$ cat src/logic/dma_macros.svh
/* DMA copy engine widths and depths.
   Shared by the package and the buffer modules. */

`ifndef DMA_MACROS_SVH
`define DMA_MACROS_SVH

// ****************************************
// Datapath widths
// ****************************************
`define DMA_DATA_W 64     // One full word per beat.
`define DMA_ADDR_W 32     // Word address.
`define DMA_LEN_W  8      // Beats minus one, as on AXI.

// ****************************************
// Buffer depths
// ****************************************
`define DMA_DESC_DEPTH 4  // Pending descriptors.
`define DMA_DATA_DEPTH 8  // Buffered beats between read and write.

`endif

$ cat src/logic/dma_pkg.sv
/* DMA copy engine types.
   Vector typedefs for the datapath and the read and write FSM states. */

`default_nettype none

`include "dma_macros.svh"

package dma_pkg;

   typedef logic [`DMA_DATA_W-1:0] t_dma_data;
   typedef logic [`DMA_ADDR_W-1:0] t_dma_addr;
   typedef logic [`DMA_LEN_W-1:0]  t_dma_len;   // Beats minus one.

   typedef enum logic [1:0] {
      RD_IDLE,
      RD_ADDR_SETUP,
      RD_COPY_BEATS,
      RD_WAIT_WR_DONE
   } t_rd_state;

   typedef enum logic [2:0] {
      WR_IDLE,
      WR_ADDR_SETUP,
      WR_SEND_BEATS,
      WR_WAIT_RESP,
      WR_DONE
   } t_wr_state;

endpackage

`default_nettype wire

$ cat src/logic/dma_descriptor_fifo.sv
/* Descriptor queue of pending copies.
   Presents the oldest descriptor at its head until it is popped. */

`timescale 1ns/1ps
`default_nettype none

`include "dma_macros.svh"

module dma_descriptor_fifo
   import dma_pkg::*;
(
   input  logic      clk,
   input  logic      reset_n,
   input  logic      push_valid,
   output logic      push_ready,
   input  t_dma_addr push_src_addr,
   input  t_dma_addr push_dst_addr,
   input  t_dma_len  push_len,
   output logic      head_valid,
   output t_dma_addr head_src_addr,
   output t_dma_addr head_dst_addr,
   output t_dma_len  head_len,
   input  logic      pop
);

   localparam int PTR_W = $clog2(`DMA_DESC_DEPTH);
   localparam int CNT_W = $clog2(`DMA_DESC_DEPTH + 1);

   t_dma_addr        src_mem [`DMA_DESC_DEPTH];
   t_dma_addr        dst_mem [`DMA_DESC_DEPTH];
   t_dma_len         len_mem [`DMA_DESC_DEPTH];
   logic [PTR_W-1:0] wr_ptr;
   logic [PTR_W-1:0] rd_ptr;
   logic [CNT_W-1:0] count;
   logic             do_push;
   logic             do_pop;

   assign push_ready    = (count != CNT_W'(`DMA_DESC_DEPTH));
   assign head_valid    = (count != '0);
   assign head_src_addr = src_mem[rd_ptr];
   assign head_dst_addr = dst_mem[rd_ptr];
   assign head_len      = len_mem[rd_ptr];

   assign do_push = push_valid && push_ready;
   assign do_pop  = pop && head_valid;

   always_ff @(posedge clk) begin
      if (do_push) begin
         src_mem[wr_ptr] <= push_src_addr;
         dst_mem[wr_ptr] <= push_dst_addr;
         len_mem[wr_ptr] <= push_len;
      end
   end

   always_ff @(posedge clk) begin
      if (!reset_n) begin
         wr_ptr <= '0;
         rd_ptr <= '0;
         count  <= '0;
      end else begin
         if (do_push) begin
            wr_ptr <= (wr_ptr == PTR_W'(`DMA_DESC_DEPTH - 1)) ? '0 : wr_ptr + 1'b1;
         end
         if (do_pop) begin
            rd_ptr <= (rd_ptr == PTR_W'(`DMA_DESC_DEPTH - 1)) ? '0 : rd_ptr + 1'b1;
         end
         count <= count + CNT_W'(do_push) - CNT_W'(do_pop);  // Both may happen at once.
      end
   end

endmodule

`default_nettype wire

$ cat src/logic/dma_read_fsm.sv
/* Source read FSM.
   Issues the read burst for the head descriptor and forwards beats into the data FIFO. */

`timescale 1ns/1ps
`default_nettype none

module dma_read_fsm
   import dma_pkg::*;
(
   input  logic      clk,
   input  logic      reset_n,
   input  logic      head_valid,
   input  t_dma_addr head_src_addr,
   input  t_dma_len  head_len,
   output logic      pop,
   output logic      ar_valid,
   input  logic      ar_ready,
   output t_dma_addr ar_addr,
   output t_dma_len  ar_len,
   input  logic      r_valid,
   output logic      r_ready,
   input  t_dma_data r_data,
   input  logic      r_last,
   output logic      beat_valid,
   input  logic      beat_ready,
   output t_dma_data beat_data,
   input  logic      wr_done
);

   t_rd_state state;
   logic      copying;

   assign copying = (state == RD_COPY_BEATS);

   // Beats pass straight through, so a full data FIFO stalls the read data channel.
   assign r_ready    = copying && beat_ready;
   assign beat_valid = copying && r_valid;
   assign beat_data  = r_data;

   // The descriptor leaves the queue only once the write side has its response.
   assign pop = (state == RD_WAIT_WR_DONE) && wr_done;

   // Address payload is captured as the FSM leaves IDLE.
   always_ff @(posedge clk) begin
      if (state == RD_IDLE && head_valid) begin
         ar_addr <= head_src_addr;
         ar_len  <= head_len;
      end
   end

   always_ff @(posedge clk) begin
      if (!reset_n) begin
         state    <= RD_IDLE;
         ar_valid <= 1'b0;
      end else begin
         case (state)
            RD_IDLE: begin
               if (head_valid) begin
                  state <= RD_ADDR_SETUP;
               end
            end
            RD_ADDR_SETUP: begin
               if (!ar_valid) begin
                  ar_valid <= 1'b1;                // Rises one cycle after entry.
               end else if (ar_ready) begin
                  ar_valid <= 1'b0;
                  state    <= RD_COPY_BEATS;
               end
            end
            RD_COPY_BEATS: begin
               if (r_valid && r_ready && r_last) begin
                  state <= RD_WAIT_WR_DONE;
               end
            end
            RD_WAIT_WR_DONE: begin
               if (wr_done) begin
                  state <= RD_IDLE;
               end
            end
            default: state <= RD_IDLE;
         endcase
      end
   end

endmodule

`default_nettype wire

$ cat src/logic/dma_data_fifo.sv
/* Beat buffer between the read and write sides.
   Lets the source read rate differ from the destination write rate. */

`timescale 1ns/1ps
`default_nettype none

`include "dma_macros.svh"

module dma_data_fifo
   import dma_pkg::*;
(
   input  logic      clk,
   input  logic      reset_n,
   input  logic      in_valid,
   output logic      in_ready,
   input  t_dma_data in_data,
   output logic      out_valid,
   input  logic      out_ready,
   output t_dma_data out_data
);

   localparam int PTR_W = $clog2(`DMA_DATA_DEPTH);
   localparam int CNT_W = $clog2(`DMA_DATA_DEPTH + 1);

   t_dma_data        mem [`DMA_DATA_DEPTH];
   logic [PTR_W-1:0] wr_ptr;
   logic [PTR_W-1:0] rd_ptr;
   logic [CNT_W-1:0] count;
   logic             do_write;
   logic             do_read;

   assign in_ready  = (count != CNT_W'(`DMA_DATA_DEPTH));  // Not full.
   assign out_valid = (count != '0);                      // Not empty.
   assign out_data  = mem[rd_ptr];

   assign do_write = in_valid && in_ready;
   assign do_read  = out_valid && out_ready;

   always_ff @(posedge clk) begin
      if (do_write) begin
         mem[wr_ptr] <= in_data;
      end
   end

   always_ff @(posedge clk) begin
      if (!reset_n) begin
         wr_ptr <= '0;
         rd_ptr <= '0;
         count  <= '0;
      end else begin
         if (do_write) begin
            wr_ptr <= (wr_ptr == PTR_W'(`DMA_DATA_DEPTH - 1)) ? '0 : wr_ptr + 1'b1;
         end
         if (do_read) begin
            rd_ptr <= (rd_ptr == PTR_W'(`DMA_DATA_DEPTH - 1)) ? '0 : rd_ptr + 1'b1;
         end
         count <= count + CNT_W'(do_write) - CNT_W'(do_read);
      end
   end

endmodule

`default_nettype wire

$ cat src/logic/dma_write_fsm.sv
/* Destination write FSM.
   Issues the write burst, drains the data FIFO and reports completion after the response. */

`timescale 1ns/1ps
`default_nettype none

module dma_write_fsm
   import dma_pkg::*;
(
   input  logic      clk,
   input  logic      reset_n,
   input  logic      head_valid,
   input  t_dma_addr head_dst_addr,
   input  t_dma_len  head_len,
   output logic      aw_valid,
   input  logic      aw_ready,
   output t_dma_addr aw_addr,
   output t_dma_len  aw_len,
   output logic      w_valid,
   input  logic      w_ready,
   output t_dma_data w_data,
   output logic      w_last,
   input  logic      beat_valid,
   output logic      beat_ready,
   input  t_dma_data beat_data,
   input  logic      b_valid,
   output logic      b_ready,
   output logic      wr_done
);

   t_wr_state state;
   t_dma_len  beat_cnt;
   logic      sending;

   assign sending    = (state == WR_SEND_BEATS);
   assign w_valid    = sending && beat_valid;
   assign beat_ready = sending && w_ready;
   assign w_data     = beat_data;
   assign w_last     = (beat_cnt == head_len);
   assign b_ready    = (state == WR_WAIT_RESP);
   assign wr_done    = (state == WR_DONE);        // Head is popped at this edge.

   always_ff @(posedge clk) begin
      if (state == WR_IDLE && head_valid) begin
         aw_addr <= head_dst_addr;
         aw_len  <= head_len;
      end
   end

   // DONE lasts one cycle and the pop lands on its edge, so IDLE always sees a fresh head.
   always_ff @(posedge clk) begin
      if (!reset_n) begin
         state    <= WR_IDLE;
         aw_valid <= 1'b0;
         beat_cnt <= '0;
      end else begin
         case (state)
            WR_IDLE: begin
               if (head_valid) begin
                  state <= WR_ADDR_SETUP;
               end
            end
            WR_ADDR_SETUP: begin
               if (!aw_valid) begin
                  aw_valid <= 1'b1;
               end else if (aw_ready) begin
                  aw_valid <= 1'b0;
                  beat_cnt <= '0;
                  state    <= WR_SEND_BEATS;
               end
            end
            WR_SEND_BEATS: begin
               if (w_valid && w_ready) begin
                  beat_cnt <= beat_cnt + 1'b1;
                  if (w_last) begin
                     state <= WR_WAIT_RESP;
                  end
               end
            end
            WR_WAIT_RESP: begin
               if (b_valid) begin
                  state <= WR_DONE;
               end
            end
            default: state <= WR_IDLE;         // WR_DONE returns here after one cycle.
         endcase
      end
   end

endmodule

`default_nettype wire

$ cat src/logic/dma_engine.sv
/* Descriptor-driven DMA copy engine.
   Copies word bursts from a read port to a write port, one descriptor at a time. */

`timescale 1ns/1ps
`default_nettype none

module dma_engine
   import dma_pkg::*;
(
   input  logic      clk,
   input  logic      reset_n,
   input  logic      desc_valid,
   output logic      desc_ready,
   input  t_dma_addr desc_src_addr,
   input  t_dma_addr desc_dst_addr,
   input  t_dma_len  desc_len,
   output logic      ar_valid,
   input  logic      ar_ready,
   output t_dma_addr ar_addr,
   output t_dma_len  ar_len,
   input  logic      r_valid,
   output logic      r_ready,
   input  t_dma_data r_data,
   input  logic      r_last,
   output logic      aw_valid,
   input  logic      aw_ready,
   output t_dma_addr aw_addr,
   output t_dma_len  aw_len,
   output logic      w_valid,
   input  logic      w_ready,
   output t_dma_data w_data,
   output logic      w_last,
   input  logic      b_valid,
   output logic      b_ready,
   output logic      done
);

   logic      head_valid;
   t_dma_addr head_src_addr;
   t_dma_addr head_dst_addr;
   t_dma_len  head_len;
   logic      pop;
   logic      in_valid;
   logic      in_ready;
   t_dma_data in_data;
   logic      out_valid;
   logic      out_ready;
   t_dma_data out_data;
   logic      wr_done;

   assign done = wr_done;

   dma_descriptor_fifo dma_descriptor_fifo_inst (
      .clk(clk), .reset_n(reset_n),
      .push_valid(desc_valid), .push_ready(desc_ready),
      .push_src_addr(desc_src_addr), .push_dst_addr(desc_dst_addr), .push_len(desc_len),
      .head_valid(head_valid), .head_src_addr(head_src_addr),
      .head_dst_addr(head_dst_addr), .head_len(head_len), .pop(pop)
   );

   dma_read_fsm dma_read_fsm_inst (
      .clk(clk), .reset_n(reset_n),
      .head_valid(head_valid), .head_src_addr(head_src_addr), .head_len(head_len),
      .pop(pop), .ar_valid(ar_valid), .ar_ready(ar_ready), .ar_addr(ar_addr),
      .ar_len(ar_len), .r_valid(r_valid), .r_ready(r_ready), .r_data(r_data),
      .r_last(r_last), .beat_valid(in_valid), .beat_ready(in_ready),
      .beat_data(in_data), .wr_done(wr_done)
   );

   dma_data_fifo dma_data_fifo_inst (
      .clk(clk), .reset_n(reset_n),
      .in_valid(in_valid), .in_ready(in_ready), .in_data(in_data),
      .out_valid(out_valid), .out_ready(out_ready), .out_data(out_data)
   );

   dma_write_fsm dma_write_fsm_inst (
      .clk(clk), .reset_n(reset_n),
      .head_valid(head_valid), .head_dst_addr(head_dst_addr), .head_len(head_len),
      .aw_valid(aw_valid), .aw_ready(aw_ready), .aw_addr(aw_addr), .aw_len(aw_len),
      .w_valid(w_valid), .w_ready(w_ready), .w_data(w_data), .w_last(w_last),
      .beat_valid(out_valid), .beat_ready(out_ready), .beat_data(out_data),
      .b_valid(b_valid), .b_ready(b_ready), .wr_done(wr_done)
   );

endmodule

`default_nettype wire

$ cat config.mk
export PLATFORM = sky130hd
export DESIGN_NAME = dma_engine
export DESIGN_NICKNAME = d
export VERILOG_FILES = /design/src/logic/dma_pkg.sv /design/src/logic/dma_descriptor_fifo.sv /design/src/logic/dma_read_fsm.sv /design/src/logic/dma_data_fifo.sv /design/src/logic/dma_write_fsm.sv /design/src/logic/dma_engine.sv
export VERILOG_INCLUDE_DIRS = /design/src /design/src/logic
export SDC_FILE = /design/constraint.sdc
export NUM_CORES = 1
export LEC_CHECK = 0
export ABC_AREA = 1
export BUFFER_PORTS_ARGS = -buffer_cell sky130_fd_sc_hd__buf_2
export CORE_MARGIN = 5
export CORE_UTILIZATION = 30
export DETAILED_ROUTE_END_ITERATION = 6
export PLACE_DENSITY_LB_ADDON = 0.12
export SYNTH_ARGS = -nofsm -noshare
export SYNTH_HDL_FRONTEND = slang
export SYNTH_SLANG_ARGS = --single-unit
export TNS_END_PERCENT = 20
$ cat constraint.sdc
create_clock -name clk -period 4.8 [get_ports clk]
set_clock_uncertainty 0.05 [all_clocks]
set_input_delay 0.24 -clock clk [delete_from_list [all_inputs] [get_ports clk]]
set_output_delay 0.24 -clock clk [all_outputs]
set_load 0.02 [all_outputs]
==> impl_metrics.py, run 1 <==
metrics = {
    "synth": {
        "ys_ff_latch": 917,
        "yosys-mux-area-fraction_pct": 0,
        "synthXorXnorAreaFrac_pct": 0.0757,
        "synth_top_cell_by_area": "edfxtp_1",
        "ys_warn_count": 0,
        "synthCells": 2532,
        "synth_fa_ha_area_share_pct": 0.908,
        "synth-simple-area-share_pct": 8.34,
        "ys_seq_area_share_pct": 78.3,
        "syn_area_per_cell_um2": 13.7,
        "synth_top_family_by_area": "compound AO/OA/AOI/OAI gates",
        "syn_nets": 2701,
        "synth.top_cell.area_share_pct": 76.1,
        "synthTopCellsByArea": "edfxtp_1 76%, nor2_1 6.5%, o21ai_0 5.7%, o22ai_1 2.3%, dfxtp_1 2.1%",
        "synth_compound_area_share_pct": 9.89,
        "synth.distinct_cells": 39,
        "syn_area_um2": 34700,
    },
    "worst_setup_path": {
        "crit_arrival_ps": 3440,
        "critPathLaunchType": "register",
        "required_ps": 4510,
        "worstSetupPathType": "register to output port",
        "cp_max_fo": 146,
        "cp-end-kind": "output port",
    },
    "layout": {
        "fin_util_pct": 37.2,
        "syn_to_final_growth_pct": 22.9,
        "fillers": 10900,
        "final_common_cell": "edfxtp_1",
        "final_cell_mix": "880 x edfxtp_1, 592 x nor2_1, 398 x o21ai_0, 296 x buf_2, 143 x dlygate4sd3_1",
        "drive_gt1_share_pct": 16.8,
        "fin_nets": 3137,
    },
    "global_route": {
        "grt-ovfl-total": 0,
        "grt_start_max_net_pins": 147,
        "first_global_vias": 22155,
        "grt_first_pass_wirelength_um": 140000,
        "grt_antenna_before_repair": 8,
        "grt_usage_pct": 14.9,
    },
    "placement": {
        "dp_hpwl_um": 53700,
        "numPortBuffers": 296,
        "gp_congestion": 0.780,
    },
    "clock_network": {
        "cts-buffers-inserted": 104,
        "cts_resized": 0,
        "postCtsSetupBuffers": 0,
        "cts_buffer_depth": 3,
        "cts_tree": "done",
        "clkLatencyLatePin_ps": 680,
        "cts.sinks": 917,
        "cts_hold_buf": 143,
        "root_buffer": "clkbuf_16",
        "cts.reportedPaths.clkPinSlew_ps": 60,
        "htree_levels": 3,
    },
    "drt": {
        "drt_iter0_drc": 1257,
        "finalWirelength_um": 93300,
        "wl_per_cell_um": 20.4,
        "met1_length_um": 41200,
        "first_pass_iters": 5,
        "routed_via_density": 4.71,
        "num_vias": 21512,
        "met2_length_um": 44800,
        "drc_errors": 0,
        "antenna_left": 0,
        "wl_met3_um": 4940,
        "highest-signal-layer": "met5",
    },
    "timing": {
        "period_needed_ps": 3730,
        "setup_viol": 0,
        "fmax_ghz": 0.268,
        "fin_crit_sh_pct": 77.7,
        "holdWs_ps": 91.2,
        "drv_slew": 0,
        "max-slew-margin-rel_pct": 25.1,
        "tightest_slew_ps": 1120,
        "rsz0062_at_grt": "no",
        "tns_ps": 0,
        "final_hold_viol_count": 0,
    },
    "floorplanning": {
        "num_io_pins": 297,
        "rows": 124,
        "die_height_um": 350,
        "start_util_pct": 30.3,
        "core_um2": 115000,
        "dieArea_um2": 123000,
        "die_x_um": 350,
    },
    "pwr": {
        "leakage_nw": 14.7,
        "ir_drop_mv": 0.289,
        "power_density_nw_per_um2": 466,
    },
    "run": {
        "cap_violations": 0,
    },
    "outcome": {
        "status": "complete, no violations",
    },
    "min_path": {
        "hp-class": "input port to register",
    },
}
## cells in the mapped netlist (all sizes together)
| library cell | instances |
|---|---|
| a21oi | 24 |
| clkbuf | 106 |
| a211oi | 2 |
| dfxtp | 37 |
| o31ai | 1 |
| o211a | 2 |
| a21o | 1 |
| xnor2 | 2 |
| fa | 2 |
| nor2 | 607 |
| ha | 22 |
| o21ai | 403 |
| nand4 | 2 |
| nor3b | 1 |
| buf | 40 |
| and3 | 1 |
| nand3b | 1 |
| a31oi | 67 |
| nand3 | 32 |
| inv | 72 |
| xor2 | 1 |
| nor3 | 7 |
| edfxtp | 880 |
| o22ai | 128 |
| o31a | 1 |
| nand2 | 90 |
## report_power, final
group	switching, mW	internal [mW]
Combinational	2.00	0.769
Sequential	0.191	9.45
Clock	3.17	4.30
## worst max-delay path: stages, from the launching register on
cell and delay [ps]:
dfxtp_4 530, inv_6 850, buf_4 460, o21ai_0 120
o22ai_1 160, nor2_1 60, a31oi_1 300, buf_2 240
## cells by family (layout without fill, tap and decap cells)
| group | after synthesis | count (layout) |
|---|---|---|
| flops | 917 | 917 |
| simple gates | 741 | 741 |
| compound gates | 629 | 629 |
| buf+inv | 218 | 737 |
| fa+ha+maj | 24 | 24 |
| xor+xnor | 3 | 3 |
| other cells | 0 | 5 |
## sequential cells by signal, indices dropped and copies added, names as in the netlist, 3 cells and up, named ones only
register                          flops
dma_write_fsm_inst.state              3
dma_write_fsm_inst.beat_cnt           8
dma_descriptor_fifo_inst.dst_mem    128
dma_read_fsm_inst.ar_len              8
dma_data_fifo_inst.count              4
dma_data_fifo_inst.rd_ptr             3
dma_descriptor_fifo_inst.count        3
dma_write_fsm_inst.aw_addr           32
dma_write_fsm_inst.aw_len             8
dma_read_fsm_inst.ar_addr            32
dma_descriptor_fifo_inst.len_mem     32
dma_descriptor_fifo_inst.src_mem    128
dma_data_fifo_inst.wr_ptr             3
dma_data_fifo_inst.mem              512
## layout make-up
| class | instances | area (um^2) | share of cell area (%) |
|---|---|---|---|
| clock inverter | 62 | 490 | 1.15 |
| tap | 1512 | 1890 | 4.43 |
| multi-input combinational | 1397 | 6770 | 15.9 |
| timing repair buffer | 476 | 3280 | 7.68 |
| antenna | 5 | 12.5 | 0.0293 |
| clock buffer | 127 | 2760 | 6.47 |
| inverter | 72 | 283 | 0.663 |
| sequential | 917 | 27200 | 63.7 |
## stage by stage
stage | std cells | worst slack [ps] | area (um^2) | total power [mW]
2_1_floorplan | 2532 | 108 | 34700 | 11.4
3_3_place_gp | 4231 | 1720 | 38000 | 12.5
3_5_place_dp | 4231 | 1660 | 38000 | 12.5
4_1_cts | 4563 | 953 | 42700 | 20.2
5_1_grt | 4563 | 725 | 42700 | 20.8
6_report | 4568 | 1070 | 42700 | 19.9
## worst paths after layout
path | startpoint | end | cells past startpoint | slack, ps
setup reg to reg | dma_read_fsm_inst.state[0]$_SDFFE_PN0P_ | dma_data_fifo_inst.mem[0][47]$_DFFE_PP_ | 9 | 1700
hold reg to reg | dma_write_fsm_inst.aw_valid$_SDFFE_PN0N_ | dma_write_fsm_inst.aw_valid$_SDFFE_PN0N_ | 2 | 440
hold / removal | b_valid | dma_write_fsm_inst.state[2]$_SDFFE_PN0P_ | 6 | 90
setup / recovery | register | w_data[24] | 7 | 1070
## metal layers
metal  GRT usage (%)  vias up
met5               0        -
met4            4.52        4
met3            3.36      118
met2            24.7      440
met1            19.6    10780
li1                -    10170
Power figures use the tool's default switching activity.
==> run 2, diff against run 1 <==
--- a/config.mk
+++ b/config.mk
@@ -6,7 +6,7 @@
 export SDC_FILE = /design/constraint.sdc
 export NUM_CORES = 1
 export LEC_CHECK = 0
-export ABC_AREA = 1
+export ABC_AREA = 0
 export BUFFER_PORTS_ARGS = -buffer_cell sky130_fd_sc_hd__buf_2
 export CORE_MARGIN = 5
 export CORE_UTILIZATION = 30
==> constraint.sdc (replaced) <==
create_clock -name clk -period 3.45 [get_ports clk]
set_clock_uncertainty 0.05 [all_clocks]
set_input_delay 0.1725 -clock clk [delete_from_list [all_inputs] [get_ports clk]]
set_output_delay 0.1725 -clock clk [all_outputs]
set_load 0.02 [all_outputs]
==> run 2 against run 1 <==
  * Setup slack worse by 750 ps
  * Critical endpoint is now w_data[3]
  * Highest routed layer unchanged
  * Via count down 26%
  * Critical path depth down 3
  * Critical path type unchanged
  * Largest power group unchanged
==> impl_metrics.py, run 2 <==
metrics = {
    "outcome": {
        "status": "complete, no violations",
    },
    "worst_setup_path": {
        "cp_max_fo": 31,
        "worstSetupPathType": "register to output port",
        "required_ps": 3230,
        "cpMaxStageDelayCell": "dfxtp_4",
        "crit_arrival_ps": 2910,
        "cp-end-kind": "output port",
        "crit_path_cell_trace": "buf_4 > mux4_2 > mux2_2 > buf_2",
        "cpPeakStageDelay_ps": 850,
        "critPathLaunchType": "register",
    },
    "global_route": {
        "first_global_vias": 17723,
        "grt_first_pass_wirelength_um": 120000,
        "met2_usage_pct": 22.5,
        "grt_antenna_before_repair": 11,
        "grt_usage_pct": 13.3,
        "grt_use_met1_pct": 16.6,
        "grt_start_max_net_pins": 66,
        "use_met3_pct": 4.27,
        "grt-busiest-layer": "met2",
        "grt-ovfl-total": 0,
    },
    "floorplanning": {
        "start_util_pct": 30.2,
        "dieArea_um2": 120000,
        "rows": 123,
        "num_io_pins": 297,
        "die_height_um": 347,
        "die_x_um": 347,
        "core_um2": 112000,
    },
    "pwr": {
        "p_int_mw": 21.1,
        "ir_drop_mv": 0.457,
        "leakage_nw": 13.9,
        "power_density_nw_per_um2": 644,
        "clkPwrFrac_pct": 41.4,
        "pwr-share-comb_pct": 10.1,
        "seqPwrFrac_pct": 48.5,
        "power_mw": 27.7,
        "p_sw_share_pct": 23.8,
        "p_switching_mw": 6.60,
    },
    "timing": {
        "finalWorstSetupSlack_ps": 316,
        "tightest_slew_ps": 799,
        "period_needed_ps": 3130,
        "fmax_ghz": 0.319,
        "final_hold_viol_count": 0,
        "tns_ps": 0,
        "setup_viol": 0,
        "max-slew-margin-rel_pct": 46.7,
        "fin_crit_sh_pct": 90.8,
        "drv_slew": 0,
        "rsz0062_at_grt": "no",
    },
    "synth": {
        "ys_ff_latch": 917,
        "synthCells": 1426,
        "synth.distinct_cells": 49,
        "synthTopCellsByArea": "edfxtp_1 78%, mux4_2 13%, dfxtp_1 2.2%, mux2_2 2.1%, ha_1 0.81%",
        "syn_area_um2": 34000,
        "ys_warn_count": 0,
        "syn_area_per_cell_um2": 23.8,
        "synth_most_common_cell": "edfxtp_1",
        "ys_seq_area_share_pct": 79.9,
        "synth_edf_count": 880,
        "syn_nets": 1595,
        "synth.top_cell.area_share_pct": 77.8,
        "async_flop_share_pct": 0,
        "synth_top_cell_by_area": "edfxtp_1",
        "ys.flop_type": "edfxtp_1",
        "synthTopCellsByCount": "880 x edfxtp_1, 200 x mux4_2, 64 x mux2_2",
    },
    "clock_network": {
        "cts_tree": "done",
        "cts_buffer_depth": 3,
        "cts_resized": 0,
        "cts.sinks": 917,
        "root_buffer": "clkbuf_16",
        "clkLatencyLatePin_ps": 680,
        "cts.reportedPaths.clkPinSlew_ps": 60,
        "htree_levels": 3,
        "cts-buffers-inserted": 104,
    },
    "placement": {
        "dp.cells": 3208,
        "dp_hpwl_um": 47600,
        "gp_congestion": 0.703,
        "pre_cts_slack_ps": 670,
        "numPortBuffers": 296,
    },
    "layout": {
        "final_cells": 3557,
        "final_cell_mix": "880 x edfxtp_1, 296 x buf_2, 200 x mux4_2, 146 x dlygate4sd3_1, 105 x clkbuf_16",
        "drive_gt1_share_pct": 38.3,
        "largest_reg_flops": 512,
        "fillers": 10253,
        "top_regs": "dma_data_fifo_inst.mem x512, dma_descriptor_fifo_inst.dst_mem x128, dma_descriptor_fifo_inst.src_mem x128",
        "final_common_cell": "edfxtp_1",
        "top_register": "dma_data_fifo_inst.mem",
        "syn_to_final_growth_pct": 26.3,
        "fin_nets": 2129,
    },
    "drt": {
        "num_vias": 15891,
        "first_pass_iters": 4,
        "drt_iter0_drc": 845,
        "routed_via_density": 4.47,
        "antenna_left": 0,
        "wl_per_cell_um": 22.6,
        "drc_errors": 0,
        "finalWirelength_um": 80300,
    },
    "min_path": {
        "hp-class": "input port to register",
    },
    "run": {
        "cap_violations": 0,
    },
}
-- run 2: cell count changes after synthesis, sizes merged, moves of 56 or more --
| cell | delta |
|---|---|
| mux2 | +64 |
| o22ai | -128 |
| inv | -56 |
| o21ai | -400 |
| nand2 | -75 |
| clkbuf | -73 |
| mux4 | +200 |
| nor2 | -583 |
| a31oi | -66 |
-- run 2: kinds of logic after synthesis --
family                     Yosys count  synth area share, %
AOI/OAI and AO/OA                   24                0.527
xor gates and xnor gates            19                0.534
adders and majority gates           24                0.928
buffers and inverters               76                0.998
DFF                                917                 79.9
muxes                              272                 15.6
and+or+nand+nor                     94                 1.47
-- run 2: per-layer routing --
metal | up-vias | routed length [um]
li1 | 7066 | -
met1 | 8366 | 33000
met2 | 339 | 39800
met3 | 114 | 5760
met4 | 6 | 1690
met5 | - | 39
-- run 2: cell type report --
type	count	area (um^2)	share of cell area, %
diodes	7	17.5	0.0408
clock buffers	123	2700	6.28
clock inverters	73	891	2.07
inverters	16	60.1	0.140
multi-input cells	433	6600	15.4
flip-flops and latches	917	27200	63.3
well taps	1500	1880	4.37
repair buffers	488	3610	8.41
-- run 2: through the flow --
stage	cell area [um^2]	util (%)	hold WS, ps
after floorplan	34100	-	221
after CTS	42900	38.2	80.7
final	42900	38.2	133
after detailed placement	37900	33.7	339
after global routing	42900	38.2	151
after global placement	37900	33.7	333
-- run 2: timing repair --
item	in CTS	in global routing
setup buffers	0	0
hold buffers	146	0
endpoints found under the hold margin	828	0
-- run 2: worst paths after layout --
kind                                       startpoint                                  endpoint  slack, ps  cells after the start
max                                          register                                 w_data[3]        320                      4
min                                          aw_ready  dma_write_fsm_inst.state[0]$_SDFFE_PN0P_        130                      6
max reg2reg    dma_data_fifo_inst.count[2]$_SDFF_PN0_    dma_data_fifo_inst.count[2]$_SDFF_PN0_        720                     10
min reg2reg  dma_write_fsm_inst.aw_valid$_SDFFE_PN0N_  dma_write_fsm_inst.aw_valid$_SDFFE_PN0N_        460                      2
-- run 2: power by group through the flow --
stage / sequential [mW] / combinational (mW) / clock, mW
after floorplan: 14.1 / 0.961 / 0
after global placement: 13.6 / 2.73 / 0
after detailed placement: 13.7 / 2.75 / 0
after CTS: 13.4 / 2.91 / 11.8
after global routing: 13.5 / 3.04 / 12.3
final: 13.4 / 2.80 / 11.4
-- run 2: critical path: cells and delay by family (launching register included) --
kind,cells,cell delay (ps)
DFF,1,850
muxes,2,800
buffers and inverters,2,560
